[src/design/perf_config.svh]
`ifndef PERF_CONFIG_SVH
`define PERF_CONFIG_SVH

// --------------------------------------------------
// AXI write master
// --------------------------------------------------
`define PERF_ADDR_W 20
`define PERF_DATA_W 16
`define PERF_STRB_W (`PERF_DATA_W / 8)
// top bit of the bus ID names the generator
`define PERF_ID_W 4

// --------------------------------------------------
// exerciser
// --------------------------------------------------
// fixed by the register map
`define PERF_NUM_M 2
`define PERF_STAT_W 32
`define PERF_REG_W 32
`define PERF_REG_ADDR_W 4
`define PERF_CLOCK_FREQ 100_000_000

`endif

[src/design/perf_pkg.sv]
`include "perf_config.svh"

package perf_pkg;

  typedef struct packed {
    logic [`PERF_ADDR_W-1:0] addr;
    logic [`PERF_ID_W-1:0]   id;
    logic [7:0]              len;
    logic [2:0]              size;
    logic [1:0]              burst;
  } axi_aw_t;

  typedef struct packed {
    logic [`PERF_DATA_W-1:0] data;
    logic [`PERF_STRB_W-1:0] strb;
    logic                    last;
  } axi_w_t;

  typedef struct packed {
    logic [`PERF_ID_W-1:0] id;
    logic [1:0]            resp;
  } axi_b_t;

  // generator side, one ID bit less than the bus
  typedef struct packed {
    logic [`PERF_ADDR_W-1:0] addr;
    logic [`PERF_ID_W-2:0]   id;
    logic [7:0]              len;
    logic [2:0]              size;
    logic [1:0]              burst;
  } gen_aw_t;

  typedef struct packed {
    logic [`PERF_ID_W-2:0] id;
    logic [1:0]            resp;
  } gen_b_t;

  typedef struct packed {
    logic [`PERF_ADDR_W-1:0] base_addr;
    logic [7:0]              beats;
    logic [`PERF_ADDR_W-1:0] stride;
    logic [15:0]             num;
  } burst_cfg_t;

  typedef struct packed {
    logic [`PERF_STAT_W-1:0] aw_count;
    logic [`PERF_STAT_W-1:0] w_count;
    logic [`PERF_STAT_W-1:0] b_count;
    logic [`PERF_STAT_W-1:0] busy_cycles;
  } perf_stats_t;

  typedef enum logic {
    CTRL_IDLE,
    CTRL_RUNNING
  } ctrl_state_e;

  typedef enum logic [`PERF_REG_ADDR_W-1:0] {
    REG_START       = 4'd0,
    REG_IDLE        = 4'd1,
    REG_CLEAR       = 4'd2,
    REG_AW_COUNT    = 4'd3,
    REG_W_COUNT     = 4'd4,
    REG_B_COUNT     = 4'd5,
    REG_BUSY_CYCLES = 4'd6,
    REG_DATA_WIDTH  = 4'd7,
    REG_G0_BASE     = 4'd8,
    REG_G0_BEATS    = 4'd9,
    REG_G0_STRIDE   = 4'd10,
    REG_G0_NUM      = 4'd11,
    REG_G1_BASE     = 4'd12,
    REG_G1_BEATS    = 4'd13,
    REG_G1_STRIDE   = 4'd14,
    REG_G1_NUM      = 4'd15
  } reg_id_e;

endpackage

[src/design/perf_regs.sv]
`timescale 1ns/1ps
`include "perf_config.svh"

module perf_regs (
  input  logic                                   clk,
  input  logic                                   rst_n,
  input  logic                                   reg_we,
  input  logic [`PERF_REG_ADDR_W-1:0]            reg_addr,
  input  logic [`PERF_REG_W-1:0]                 reg_wdata,
  output logic [`PERF_REG_W-1:0]                 reg_rdata,
  input  logic [`PERF_NUM_M-1:0]                 busy,
  input  perf_pkg::perf_stats_t                  stats,
  output logic [`PERF_NUM_M-1:0]                 start,
  output logic                                   clear,
  output logic                                   running,
  output perf_pkg::burst_cfg_t [`PERF_NUM_M-1:0] cfg
);

  perf_pkg::ctrl_state_e state;
  perf_pkg::reg_id_e     reg_id;
  // generator select, one bit for two generators
  logic                  cfg_sel;

  assign reg_id  = perf_pkg::reg_id_e'(reg_addr);
  assign cfg_sel = reg_addr[2];
  assign running = (state == perf_pkg::CTRL_RUNNING);

  // --------------------------------------------------
  // start/idle sequencing
  // --------------------------------------------------
  always_ff @(posedge clk) begin
    if (!rst_n) begin
      state <= perf_pkg::CTRL_IDLE;
      start <= '0;
      clear <= 1'b0;
    end else begin
      start <= '0;
      clear <= 1'b0;
      case (state)
        perf_pkg::CTRL_IDLE: begin
          if (|start) begin
            state <= perf_pkg::CTRL_RUNNING;
          end else if (reg_we && reg_id == perf_pkg::REG_START) begin
            start <= reg_wdata[`PERF_NUM_M-1:0];
          end
          if (reg_we && reg_id == perf_pkg::REG_CLEAR && reg_wdata[0]) begin
            clear <= 1'b1;
          end
        end
        perf_pkg::CTRL_RUNNING: begin
          // all generators done
          if (!(|busy)) begin
            state <= perf_pkg::CTRL_IDLE;
          end
        end
        default: state <= perf_pkg::CTRL_IDLE;
      endcase
    end
  end

  // --------------------------------------------------
  // per generator burst config
  // --------------------------------------------------
  always_ff @(posedge clk) begin
    if (!rst_n) begin
      cfg <= '0;
    end else if (reg_we) begin
      case (reg_id)
        perf_pkg::REG_G0_BASE, perf_pkg::REG_G1_BASE:
          cfg[cfg_sel].base_addr <= reg_wdata[`PERF_ADDR_W-1:0];
        perf_pkg::REG_G0_BEATS, perf_pkg::REG_G1_BEATS:
          cfg[cfg_sel].beats <= reg_wdata[7:0];
        perf_pkg::REG_G0_STRIDE, perf_pkg::REG_G1_STRIDE:
          cfg[cfg_sel].stride <= reg_wdata[`PERF_ADDR_W-1:0];
        perf_pkg::REG_G0_NUM, perf_pkg::REG_G1_NUM:
          cfg[cfg_sel].num <= reg_wdata[15:0];
        default: ;
      endcase
    end
  end

  // read mux, start and clear read back as 0
  always_comb begin
    reg_rdata = '0;
    case (reg_id)
      perf_pkg::REG_IDLE:        reg_rdata = `PERF_REG_W'(!running);
      perf_pkg::REG_AW_COUNT:    reg_rdata = `PERF_REG_W'(stats.aw_count);
      perf_pkg::REG_W_COUNT:     reg_rdata = `PERF_REG_W'(stats.w_count);
      perf_pkg::REG_B_COUNT:     reg_rdata = `PERF_REG_W'(stats.b_count);
      perf_pkg::REG_BUSY_CYCLES: reg_rdata = `PERF_REG_W'(stats.busy_cycles);
      perf_pkg::REG_DATA_WIDTH:  reg_rdata = `PERF_REG_W'(`PERF_DATA_W);
      perf_pkg::REG_G0_BASE, perf_pkg::REG_G1_BASE:
        reg_rdata = `PERF_REG_W'(cfg[cfg_sel].base_addr);
      perf_pkg::REG_G0_BEATS, perf_pkg::REG_G1_BEATS:
        reg_rdata = `PERF_REG_W'(cfg[cfg_sel].beats);
      perf_pkg::REG_G0_STRIDE, perf_pkg::REG_G1_STRIDE:
        reg_rdata = `PERF_REG_W'(cfg[cfg_sel].stride);
      perf_pkg::REG_G0_NUM, perf_pkg::REG_G1_NUM:
        reg_rdata = `PERF_REG_W'(cfg[cfg_sel].num);
      default: reg_rdata = '0;
    endcase
  end

endmodule

[src/design/perf_wr_gen.sv]
`timescale 1ns/1ps
`include "perf_config.svh"

module perf_wr_gen (
  input  logic                 clk,
  input  logic                 rst_n,
  input  logic                 start,
  input  perf_pkg::burst_cfg_t cfg,
  output logic                 busy,
  output perf_pkg::gen_aw_t    aw,
  output logic                 aw_valid,
  input  logic                 aw_ready,
  output perf_pkg::axi_w_t     w,
  output logic                 w_valid,
  input  logic                 w_ready,
  input  perf_pkg::gen_b_t     b,
  input  logic                 b_valid,
  output logic                 b_ready
);

  localparam int SIZE = $clog2(`PERF_STRB_W);

  perf_pkg::burst_cfg_t    cfg_q;
  logic [15:0]             aw_cnt;
  logic [15:0]             w_cnt;
  logic [15:0]             b_cnt;
  logic [7:0]              beat_cnt;
  logic [`PERF_ADDR_W-1:0] aw_addr;
  logic [`PERF_ADDR_W-1:0] w_addr;
  logic [`PERF_ADDR_W-1:0] beat_addr;
  logic                    aw_fire;
  logic                    w_fire;
  logic                    b_fire;
  logic                    w_last;

  assign aw_fire = aw_valid && aw_ready;
  assign w_fire  = w_valid && w_ready;
  assign b_fire  = b_valid && b_ready;
  assign b_ready = 1'b1;

  // burst k at base + k * stride, id k mod 8
  assign aw_valid = busy && (aw_cnt != cfg_q.num);
  assign aw.addr  = aw_addr;
  assign aw.id    = aw_cnt[`PERF_ID_W-2:0];
  assign aw.len   = cfg_q.beats - 8'd1;
  assign aw.size  = 3'(SIZE);
  assign aw.burst = 2'b01;

  // W only for bursts whose AW went out
  assign w_last    = (beat_cnt == cfg_q.beats - 8'd1);
  assign beat_addr = w_addr + `PERF_ADDR_W'(beat_cnt);
  assign w_valid   = busy && (w_cnt != aw_cnt);
  assign w.data    = beat_addr[`PERF_DATA_W-1:0];
  assign w.strb    = '1;
  assign w.last    = w_last;

  always_ff @(posedge clk) begin
    if (!rst_n) begin
      busy     <= 1'b0;
      aw_cnt   <= '0;
      w_cnt    <= '0;
      b_cnt    <= '0;
      beat_cnt <= '0;
    end else if (start && !busy) begin
      busy     <= 1'b1;
      aw_cnt   <= '0;
      w_cnt    <= '0;
      b_cnt    <= '0;
      beat_cnt <= '0;
    end else if (busy) begin
      if (aw_fire) begin
        aw_cnt <= aw_cnt + 16'd1;
      end
      if (w_fire) begin
        beat_cnt <= w_last ? 8'd0 : beat_cnt + 8'd1;
        if (w_last) begin
          w_cnt <= w_cnt + 16'd1;
        end
      end
      if (b_fire) begin
        b_cnt <= b_cnt + 16'd1;
      end
      // empty run ends after a single busy cycle
      if (cfg_q.num == '0 || (b_fire && b_cnt == cfg_q.num - 16'd1)) begin
        busy <= 1'b0;
      end
    end
  end

  always_ff @(posedge clk) begin
    if (start && !busy) begin
      cfg_q   <= cfg;
      aw_addr <= cfg.base_addr;
      w_addr  <= cfg.base_addr;
    end else begin
      if (aw_fire) begin
        aw_addr <= aw_addr + cfg_q.stride;
      end
      if (w_fire && w_last) begin
        w_addr <= w_addr + cfg_q.stride;
      end
    end
  end

endmodule

[src/design/perf_wr_arbiter.sv]
`timescale 1ns/1ps
`include "perf_config.svh"

module perf_wr_arbiter (
  input  logic                                clk,
  input  logic                                rst_n,
  input  perf_pkg::gen_aw_t [`PERF_NUM_M-1:0] g_aw,
  input  logic [`PERF_NUM_M-1:0]              g_aw_valid,
  output logic [`PERF_NUM_M-1:0]              g_aw_ready,
  input  perf_pkg::axi_w_t [`PERF_NUM_M-1:0]  g_w,
  input  logic [`PERF_NUM_M-1:0]              g_w_valid,
  output logic [`PERF_NUM_M-1:0]              g_w_ready,
  output perf_pkg::gen_b_t [`PERF_NUM_M-1:0]  g_b,
  output logic [`PERF_NUM_M-1:0]              g_b_valid,
  input  logic [`PERF_NUM_M-1:0]              g_b_ready,
  output perf_pkg::axi_aw_t                   m_aw,
  output logic                                aw_valid,
  input  logic                                aw_ready,
  output perf_pkg::axi_w_t                    m_w,
  output logic                                w_valid,
  input  logic                                w_ready,
  input  perf_pkg::axi_b_t                    m_b,
  input  logic                                b_valid,
  output logic                                b_ready
);

  localparam int SEL_W = $clog2(`PERF_NUM_M);

  logic [SEL_W-1:0] rr_last;
  logic [SEL_W-1:0] rr_pick;
  logic [SEL_W-1:0] aw_sel;
  logic [SEL_W-1:0] aw_lock_sel;
  logic [SEL_W-1:0] w_owner;
  logic [SEL_W-1:0] b_sel;
  logic             aw_lock;
  logic             w_active;

  // round robin, starting after the last grant
  always_comb begin : rr_search
    logic [SEL_W-1:0] idx;
    logic             found;
    rr_pick = rr_last;
    found   = 1'b0;
    for (int k = 1; k <= `PERF_NUM_M; k++) begin
      idx = SEL_W'((int'(rr_last) + k) % `PERF_NUM_M);
      if (!found && g_aw_valid[idx]) begin
        rr_pick = idx;
        found   = 1'b1;
      end
    end
  end

  // a stalled AW keeps its grant so the payload holds
  assign aw_sel   = aw_lock ? aw_lock_sel : rr_pick;
  assign aw_valid = !w_active && g_aw_valid[aw_sel];
  assign m_aw     = '{addr:  g_aw[aw_sel].addr,
                      id:    {aw_sel, g_aw[aw_sel].id},
                      len:   g_aw[aw_sel].len,
                      size:  g_aw[aw_sel].size,
                      burst: g_aw[aw_sel].burst};

  assign m_w     = g_w[w_owner];
  assign w_valid = w_active && g_w_valid[w_owner];

  assign b_sel   = m_b.id[`PERF_ID_W-1 -: SEL_W];
  assign b_ready = g_b_ready[b_sel];

  always_comb begin
    for (int i = 0; i < `PERF_NUM_M; i++) begin
      g_aw_ready[i] = aw_ready && !w_active && (aw_sel == SEL_W'(i));
      g_w_ready[i]  = w_ready && w_active && (w_owner == SEL_W'(i));
      g_b[i].id     = m_b.id[`PERF_ID_W-2:0];
      g_b[i].resp   = m_b.resp;
      g_b_valid[i]  = b_valid && (b_sel == SEL_W'(i));
    end
  end

  // W locked to the AW winner until its last beat
  always_ff @(posedge clk) begin
    if (!rst_n) begin
      rr_last     <= '0;
      aw_lock     <= 1'b0;
      aw_lock_sel <= '0;
      w_active    <= 1'b0;
      w_owner     <= '0;
    end else begin
      aw_lock     <= aw_valid && !aw_ready;
      aw_lock_sel <= aw_sel;
      if (aw_valid && aw_ready) begin
        rr_last  <= aw_sel;
        w_active <= 1'b1;
        w_owner  <= aw_sel;
      end else if (w_valid && w_ready && m_w.last) begin
        w_active <= 1'b0;
      end
    end
  end

endmodule

[src/design/perf_wr_stats.sv]
`timescale 1ns/1ps
`include "perf_config.svh"

module perf_wr_stats (
  input  logic                  clk,
  input  logic                  rst_n,
  input  logic                  clear,
  input  logic                  running,
  input  logic                  aw_valid,
  input  logic                  aw_ready,
  input  logic                  w_valid,
  input  logic                  w_ready,
  input  logic                  b_valid,
  input  logic                  b_ready,
  output perf_pkg::perf_stats_t stats
);

  logic aw_fire;
  logic w_fire;
  logic b_fire;

  assign aw_fire = aw_valid && aw_ready;
  assign w_fire  = w_valid && w_ready;
  assign b_fire  = b_valid && b_ready;

  always_ff @(posedge clk) begin
    if (!rst_n) begin
      stats <= '0;
    end else if (clear) begin
      stats <= '0;
    end else begin
      if (aw_fire) begin
        stats.aw_count <= stats.aw_count + 1'b1;
      end
      if (w_fire) begin
        stats.w_count <= stats.w_count + 1'b1;
      end
      if (b_fire) begin
        stats.b_count <= stats.b_count + 1'b1;
      end
      // whole run, idle bus cycles included
      if (running) begin
        stats.busy_cycles <= stats.busy_cycles + 1'b1;
      end
    end
  end

endmodule

[src/design/perf_top.sv]
`timescale 1ns/1ps
`include "perf_config.svh"

module perf_top (
  input  logic                        clk,
  input  logic                        rst_n,
  input  logic                        reg_we,
  input  logic [`PERF_REG_ADDR_W-1:0] reg_addr,
  input  logic [`PERF_REG_W-1:0]      reg_wdata,
  output logic [`PERF_REG_W-1:0]      reg_rdata,
  output perf_pkg::axi_aw_t           m_aw,
  output logic                        aw_valid,
  input  logic                        aw_ready,
  output perf_pkg::axi_w_t            m_w,
  output logic                        w_valid,
  input  logic                        w_ready,
  input  perf_pkg::axi_b_t            m_b,
  input  logic                        b_valid,
  output logic                        b_ready
);

  logic [`PERF_NUM_M-1:0]                 start;
  logic [`PERF_NUM_M-1:0]                 busy;
  logic                                   clear;
  logic                                   running;
  perf_pkg::burst_cfg_t [`PERF_NUM_M-1:0] cfg;
  perf_pkg::perf_stats_t                  stats;

  // generator side of the arbiter
  perf_pkg::gen_aw_t [`PERF_NUM_M-1:0] g_aw;
  logic [`PERF_NUM_M-1:0]              g_aw_valid;
  logic [`PERF_NUM_M-1:0]              g_aw_ready;
  perf_pkg::axi_w_t [`PERF_NUM_M-1:0]  g_w;
  logic [`PERF_NUM_M-1:0]              g_w_valid;
  logic [`PERF_NUM_M-1:0]              g_w_ready;
  perf_pkg::gen_b_t [`PERF_NUM_M-1:0]  g_b;
  logic [`PERF_NUM_M-1:0]              g_b_valid;
  logic [`PERF_NUM_M-1:0]              g_b_ready;

  perf_regs u_regs (
    .clk, .rst_n,
    .reg_we, .reg_addr, .reg_wdata, .reg_rdata,
    .busy, .stats, .start, .clear, .running, .cfg
  );

  for (genvar i = 0; i < `PERF_NUM_M; i++) begin : gen_wr
    perf_wr_gen u_gen (
      .clk, .rst_n,
      .start(start[i]), .cfg(cfg[i]), .busy(busy[i]),
      .aw(g_aw[i]), .aw_valid(g_aw_valid[i]), .aw_ready(g_aw_ready[i]),
      .w(g_w[i]), .w_valid(g_w_valid[i]), .w_ready(g_w_ready[i]),
      .b(g_b[i]), .b_valid(g_b_valid[i]), .b_ready(g_b_ready[i])
    );
  end

  perf_wr_arbiter u_arb (
    .clk, .rst_n,
    .g_aw, .g_aw_valid, .g_aw_ready,
    .g_w, .g_w_valid, .g_w_ready,
    .g_b, .g_b_valid, .g_b_ready,
    .m_aw, .aw_valid, .aw_ready,
    .m_w, .w_valid, .w_ready,
    .m_b, .b_valid, .b_ready
  );

  // watches the shared bus
  perf_wr_stats u_stats (
    .clk, .rst_n, .clear, .running,
    .aw_valid, .aw_ready, .w_valid, .w_ready, .b_valid, .b_ready,
    .stats
  );

endmodule

[config.mk]
export PLATFORM = sky130hd
export DESIGN_NAME = perf_top
export DESIGN_NICKNAME = d
export VERILOG_FILES = /design/src/design/perf_pkg.sv /design/src/design/perf_regs.sv /design/src/design/perf_wr_gen.sv /design/src/design/perf_wr_arbiter.sv /design/src/design/perf_wr_stats.sv /design/src/design/perf_top.sv
export VERILOG_INCLUDE_DIRS = /design/src /design/src/design
export SDC_FILE = /design/constraint.sdc
export NUM_CORES = 1
export LEC_CHECK = 0
export BUFFER_PORTS_ARGS = -buffer_cell sky130_fd_sc_hd__buf_4
export CORE_UTILIZATION = 65
export DETAILED_ROUTE_END_ITERATION = 7
export PLACE_DENSITY = 0.84
export SLEW_MARGIN = 20
export SYNTH_ARGS = -nofsm -noshare
export SYNTH_HDL_FRONTEND = slang
export SYNTH_SLANG_ARGS = --single-unit
[constraint.sdc]
create_clock -name clk -period 8.9 [get_ports clk]
set_clock_uncertainty 0.05 [all_clocks]
set_input_delay 0.89 -clock clk [delete_from_list [all_inputs] [get_ports clk]]
set_output_delay 0.89 -clock clk [all_outputs]
set_load 0.005 [all_outputs]
**Yosys cells after proc, flatten, opt, wreduce, memory -nomap -nowiden**

Cells that the tools add are included.

- Bits of input ports: 48
- Register bits: 546

- Bitwise operators: 6
- Add/sub/neg operators: 24
- Equality and inequality tests: 23
- Reductions and logical operators: 71
- $lt $le $gt $ge: 7
- Mux-type cells: 55

Operators with widths:

| operator | count |
|---|---|
| bitwise mux 128 bit | 4 |
| case mux 128 bit (4 select lines) | 1 |
| case mux 32 bit (10 select lines) | 1 |
| demux 64 bit (select 1 bit) | 4 |
| 2-to-1 mux 64 bit | 3 |
| 2-to-1 mux 20 bit | 8 |
| adder 32 x 1 -> 32 bit, second input constant | 4 |
| 2-to-1 mux 36 bit | 3 |
| adder 16 x 1 -> 16 bit, second input constant | 6 |
| adder 20 bit | 4 |
| inequality test 16 bit | 4 |
| 2-to-1 mux 44 bit | 1 |
| 2-to-1 mux 19 bit | 2 |
| logical AND 1 bit | 34 |
| adder 16 x 8 -> 16 bit | 2 |
| == test 16 bit | 2 |
| == test 4 bit, second input constant | 8 |
| logical NOT 16 bit | 2 |
| subtractor 16 x 1 -> 16 bit, second input constant | 2 |
| 2-to-1 mux 1 bit | 24 |
| OR reduction 2 bit | 10 |
| adder 8 x 1 -> 8 bit, second input constant | 2 |
| == test 4 x 3 -> 1 bit, second input constant | 4 |
| == test 8 bit | 2 |
| other kinds (18) | 49 |

**Logic depth before layout (Yosys ltp)**

Gate-level depths: netlist (run 1).

- Word-level depth: 14
- Mapped depth: 12
- Depth with buffers taken out: 11

**Hierarchy**

Synthesis (run 1) repeated with hierarchy kept, for this count alone.

- Cell total of the unflattened synthesis: 3486
- Area, all modules: 31230.0 µm²

By module, submodules not included:

| module | sequential area each (µm²) | area each (µm²) | times used | cells an instance |
|---|---|---|---|---|
| perf_wr_gen (gen_wr[1].u_gen) | 3543.4 | 8476.9 | 1 | 896 |
| perf_wr_gen (gen_wr[0].u_gen) | 3543.4 | 8411.8 | 1 | 866 |
| perf_regs | 2642.5 | 7143.1 | 1 | 884 |
| perf_wr_stats | 2562.5 | 6144.6 | 1 | 735 |
| perf_wr_arbiter | 80.1 | 1053.5 | 1 | 105 |

**Worst setup path after synthesis (run 1)**

Ideal clock, no wire load.

- Path kind: input to output
- From: input reg_addr[0]
- To: output reg_rdata[12]
- Required time: 7.960 ns
- Path buffers: 3
- Path slack: 5.572 ns
- Stages: 8
- Arrival: 2.388 ns
- Path through: clkbuf_1 > nand2b_1 > or2_2 > clkbuf_1 > clkbuf_1 > o21ai_0 > a221oi_1 > o21ai_0

- Word-level cells in the longest chain between the ends: 3
- Elaborated cells on any way between the ends: 19
- Classes of those cells: eq/ne: 14; mux: 1; reduce/logical: 4

RTL lines:

| element | RTL line | text |
|---|---|---|
| from (decl) | perf_top.sv:8 | `` input logic [`PERF_REG_ADDR_W-1:0] reg_addr, `` |
| == test 4 bit | perf_regs.sv:85 | `case (reg_id)` |
| OR reduction 2 bit | perf_regs.sv:85 |  |
| case mux 32 bit (10 select lines) (*) | perf_regs.sv:85 |  |
| to (decl) | perf_top.sv:10 | `` output logic [`PERF_REG_W-1:0] reg_rdata, `` |

Every way passes the cells marked *; elsewhere a longest branch is shown, timed or not.

==> out/qor.txt, run 1 <==
Outcome: complete, no violations
Largest family of logic cells by synthesized area: simple AND/OR/NAND/NOR gates
Fin area: 32700 um^2
IO buf count: 113
Max Buffers Root-to-Sink: 3
DIE WIDTH: 216 um
RD Place Congestion: 0.982
Synth Register Bits: 538
Clock Latency Late Sink: 0.63 ns
First-pass GRT wire length: 135000 um
Area leader, netlist: dfxtp_1
Post-Synth XOR/XNOR Area: 11.5%
Number of distinct library cells after synthesis: 85
Reg2Reg Depth: 6
Synth top area share: 25.4%
Crit Reg-Reg Startpoint: gen_wr[0].u_gen.cfg_q[39]
Top Ports: 139
Setup bufs post-CTS: 0
Reg2Reg Setup Slack: 4.91 ns
HP Class: register to register
Share of cells above drive strength 1: 8.43%
Kind of critical path: register to primary output
CP endpoint kind: primary output
Worst path required time: 7.96 ns
Final Cycle Share: 53.6%
Pwr per Cell Area: 154 nW/um^2
Die area: 46700 um^2
Most common cell in the synthesized netlist: nand2_1
Number of flops mapped to enable cells by yosys: 160
Root Driver: clkbuf_16
Final hold violation count: 0
Gr ovfl total: 0
Crit path to: m_aw[17]
Vias in the first global route: 25300
Starting Density: 65.8%
WL/cell: 21.6 um
# Max-Cap Violations: 0
Initial antenna violation count: 6
Number of gates resized after CTS: 0
Share of flip-flops with an asynchronous set or reset: 0%
Routed WL: 86800 um
Initial drt markers: 3148
CTS tree: yes
Final slew viol count: 0
Synth Area in Compound Gates: 14.4%
Max_slew headroom: 26.7%
Die Y-Extent: 216 um
Setup crit start kind: register
Core area: 45300 um^2
Multiplexer area fraction after synthesis: 3.10%
Synth Cell Area: 29800 um^2
Worst setup path start: gen_wr[1].u_gen.aw_cnt[2]
Clock Sink Count: 538
H-tree lvl count: 2
Via-to-Cell Ratio: 6.51
Clk pin slew, worst setup/hold paths: 0.07 ns
Detail Route Antenna Nets: 0
Least-Margin Pin Slew: 1.10 ns
DP Area: 30900 um^2
Crit-path max FO: 39
Max Fclk: 0.210 GHz
Post-detail-place hpwl: 62500 um
Primary FF master, synth: dfxtp_1
Final setup fails: 0
Post-synthesis sequential area ratio: 41.5%
Worst ir drop on vdd: 0.172 mV
Leakage: 0.0116 uW
Avg Cell Area, Syn: 8.88 um^2
Num CTS Buffers: 55
RSZ-0062 raised after global routing: false
Synth top area cells: dfxtp_1 (25%), edfxtp_1 (16%), xnor2_1 (5.8%)
First-pass DRT Iterations: 7
Simple-Gate Fraction of Synth Area: 21.4%
Yosys warns: 0
Adder-Cell Fraction of Synth Area: 4.68%
Largest net degree at the start of global routing: 123
TNS Setup: 0 ns
Via count: 26100
Critical R2R Capture: gen_wr[0].u_gen.w_addr[12]
# DRC: 0
Aggregate global-route resource usage: 36.5%
Cells after synthesis: 3357
Syn-to-layout area delta: 9.73%
Critical Path AT: 3.83 ns
Commonest cells post-synth: nand2_1 (457), dfxtp_1 (378), nor2_1 (318)
Nets@finish: 3532
Period minus WS final: 4.77 ns
Rows: 78
Post-CTS Hold Buffers: 0
-- worst min path at each step --
stage	start	cells after the start	to	slack, ns
finish	register	0	gen_wr[1].u_gen.cfg_q[26]	0.41
CTS	register	0	gen_wr[1].u_gen.cfg_q[32]	0.41
global placement	register	0	gen_wr[1].u_gen.cfg_q[28]	0.39
floorplan	register	0	gen_wr[1].u_gen.cfg_q[0]	0.37
global route	register	0	gen_wr[1].u_gen.cfg_q[33]	0.41
detailed placement	register	0	gen_wr[1].u_gen.cfg_q[32]	0.39
-- layout make-up --
class	instances	area [um^2]
Clock inverter	27	245
Sequential cell	538	12400
Antenna cell	1	2.50
Multi-Input combinational cell	2570	16500
Inverter	76	285
Timing Repair Buffer	135	1010
Tap cell	600	751
Fill cell	3362	12600
Clock buffer	70	1550
-- cell usage in the layout (no fill, tap or decap), types with 18 or more instances in the layout --
master	netlist	layout
nand2_1	457	457
dfxtp_1	378	378
nor2_1	318	312
xnor2_1	199	199
xor2_1	182	182
o21ai_0	163	163
edfxtp_1	160	160
a21oi_1	138	137
buf_4	10	135
a21boi_0	118	118
ha_1	102	102
nand3_1	100	100
nand4_1	93	93
inv_1	74	73
mux2i_1	62	62
or3_1	59	59
nor3_1	62	58
clkbuf_16	0	58
and3_1	53	53
a221oi_1	43	43
a22oi_1	38	38
nor2b_1	31	31
nand2b_1	28	27
mux2_2	25	25
nor4_1	24	24
o211ai_1	18	18
or4_1	18	18
-- worst max-delay path, cell delays in order (launching register included) --
cell      delay (ns)
dfxtp_1         0.63
xnor2_1         0.17
nand4_1         0.14
o41ai_1         0.71
nand2b_1        0.19
a21oi_4         0.20
buf_4           0.53
mux2_2          0.45
buf_4           0.15
-- metal layers --
layer / GRT usage (%) / up-vias / routed length (um)
met1: 46.1 / 12600 / 33800
met5: 0 / - / 28
li1: - / 12000 / -
met2: 59.4 / 1306 / 40400
met4: 20.3 / 4 / 4830
met3: 6.06 / 270 / 7690
-- kinds of logic after synthesis --
kind of cell	count (synthesis)
mux	88
buf+inv	255
other cells	2
fa+ha+maj	108
xor+xnor	385
compound gates	652
simple gates	1329
flops	538
-- per-stage QoR --
step / cells / setup slack [ns] / utilization [%] / hold slack, ns / power, uW
after floorplan: 3363 / 5.57 / - / 0.374 / 2700
after global placement: 3919 / 4.68 / 68.3 / 0.388 / 2760
after detailed placement: 3919 / 4.69 / 68.3 / 0.390 / 2770
after CTS: 4016 / 4.18 / 72.2 / 0.406 / 5050
after global routing: 4016 / 3.94 / 72.2 / 0.413 / 5170
final: 4017 / 4.13 / 72.3 / 0.410 / 5050
-- report_power, final --
group | switching, uW | internal (uW)
Combinational | 119 | 61.4
Sequential | 15.5 | 2530
Clock | 1030 | 1300
Note: power is estimated with default switching activity, not from simulation.
==> run 2, diff against run 1 <==
--- a/config.mk
+++ b/config.mk
@@ -7,9 +7,9 @@
 export NUM_CORES = 1
 export LEC_CHECK = 0
 export BUFFER_PORTS_ARGS = -buffer_cell sky130_fd_sc_hd__buf_4
-export CORE_UTILIZATION = 65
+export CORE_UTILIZATION = 62
 export DETAILED_ROUTE_END_ITERATION = 7
-export PLACE_DENSITY = 0.84
+export PLACE_DENSITY = 0.8
 export SLEW_MARGIN = 20
 export SYNTH_ARGS = -nofsm -noshare
 export SYNTH_HDL_FRONTEND = slang
==> constraint.sdc (replaced) <==
create_clock -name clk -period 4.95 [get_ports clk]
set_clock_uncertainty 0.05 [all_clocks]
set_input_delay 0.495 -clock clk [delete_from_list [all_inputs] [get_ports clk]]
set_output_delay 0.495 -clock clk [all_outputs]
set_load 0.005 [all_outputs]
==> out/qor.txt, run 2 (synthesis gave the netlist of run 1 again) <==
Reg2Reg Setup Slack: 1.18 ns
Critical Path AT: 3.75 ns
Final WS setup: 0.658 ns
Sequential share of power: 49.1%
Worst path required time: 4.41 ns
Initial antenna violation count: 4
Sw Share: 22.6%
Worst ir drop on vdd: 0.287 mV
Combinational power share: 3.5%
Crit-path max FO: 41
Post-detail-place hpwl: 63300 um
Leading cell types in the layout, fill and taps excluded: nand2_1 (456), dfxtp_1 (378), nor2_1 (314)
# DRC: 0
Nets@finish: 3539
Pre-CTS setup slack: 1.26 ns
Max stage delay cell, worst path: o41ai_1
Routed WL: 86700 um
Clock power share: 47.4%
Die Y-Extent: 221 um
Critical path's largest stage delay: 0.74 ns
# Max-Cap Violations: 0
CTS tree: yes
Root Driver: clkbuf_16
Num CTS Buffers: 57
Critical-path cell list: xnor2_1, nand4_1, o41ai_1, nand2b_1, a21oi_4, buf_4, mux2_2, buf_4
DIE WIDTH: 221 um
Max Fclk: 0.233 GHz
Syn-to-layout area delta: 10.3%
Dpl cells: 3931
Initial drt markers: 2541
Starting Density: 63.5%
Setup crit start kind: register
Pwr per Cell Area: 283 nW/um^2
Most used cell, CP: buf_4
Gr ovfl total: 0
Commonest non-fill, non-tap cell in the layout: nand2_1
Final cell count without fillers: 4040
Via-to-Cell Ratio: 6.40
Final slew viol count: 0
Vias in the first global route: 24900
Largest net degree at the start of global routing: 131
Internal power: 7200 uW
H-tree lvl count: 2
Final Cycle Share: 86.7%
Clock Sink Count: 538
Setup bufs post-CTS: 0
Outcome: complete, no violations
Max_slew headroom: 25.7%
Post-CTS Hold Buffers: 0
TNS Setup: 0 ns
Rows: 79
First-pass GRT wire length: 135000 um
RSZ-0062 raised after global routing: false
IO buf count: 113
Max Buffers Root-to-Sink: 3
Final setup fails: 0
Number of gates resized after CTS: 0
Core area: 47000 um^2
Leakage: 0.0117 uW
RD Place Congestion: 0.965
Share of cells above drive strength 1: 8.48%
First-pass DRT Iterations: 6
Detail Route Antenna Nets: 0
Via count: 25900
Final hold violation count: 0
Clk pin slew, worst setup/hold paths: 0.06 ns
Kind of critical path: register to primary output
Least-Margin Pin Slew: 1.11 ns
Period minus WS final: 4.29 ns
Clock Latency Late Sink: 0.64 ns
Switching power total: 2100 uW
HP Class: primary input to register
Aggregate global-route resource usage: 34.7%
Die area: 49000 um^2
Top Ports: 139
CP endpoint kind: primary output
WL/cell: 21.5 um
-- run 2: cell count changes in the layout (fill, tap and decap cells not counted), sizes merged --
cell / delta
buf: +5
bufinv: +4
clkbuf: +2
clkinv: +12
clkinvlp: -1
inv: -6
-- run 2: worst max-delay path, delay by kind of cell, from the launching register on --
kind            cells  cell delay [ns]
flops               1             0.51
compound gates      2             0.90
xor+xnor            1             0.20
mux                 1             0.43
simple gates        2             0.33
buf+inv             2             0.68
-- run 2: power by group through the flow --
stage	logic, uW	registers [uW]	clock network [uW]
after global routing	346	4570	4590
after CTS	316	4570	4420
final	325	4570	4410
after global placement	305	4660	0
after detailed placement	313	4670	0
after floorplan	206	4650	0
-- run 2: layer usage --
layer	vias up	GRT usage, %	share of wire, %
met5	-	0	0.047
met4	6	17.0	4.8
met3	236	5.01	7.7
met2	1124	57.8	47
met1	12500	44.3	40
li1	12000	-	-
-- run 2: path summary, 6_finish.rpt --
| path | start | cells after the start | to |
|---|---|---|---|
| max reg2reg | gen_wr[0].u_gen.cfg_q[39] | 6 | gen_wr[0].u_gen.w_addr[5] |
| min reg2reg | register | 0 | gen_wr[1].u_gen.cfg_q[26] |
| min | aw_ready | 2 | u_arb.aw_lock |
| max | gen_wr[1].u_gen.cfg_q[14] | 8 | m_aw[31] |
-- run 2: final cells by class --
class,count,area (um^2)
Antenna cell,1,2.50
Clock buffer,72,1570
Clock inverter,36,352
Fill cell,3573,14100
Inverter,76,285
Multi-Input combinational cell,2570,16500
Sequential cell,538,12400
Tap cell,607,759
Timing Repair Buffer,140,1050
-- run 2: per-stage QoR --
step,utilization (%),area [um^2],hold WS (ns),total power (uW)
floorplan,-,29800,0.374,4860
global placement,65.9,31000,0.388,4970
detailed placement,65.9,31000,0.395,4980
CTS,70.0,32900,0.0108,9310
global route,70.0,32900,0.0343,9510
finish,70.0,32900,0.0243,9310
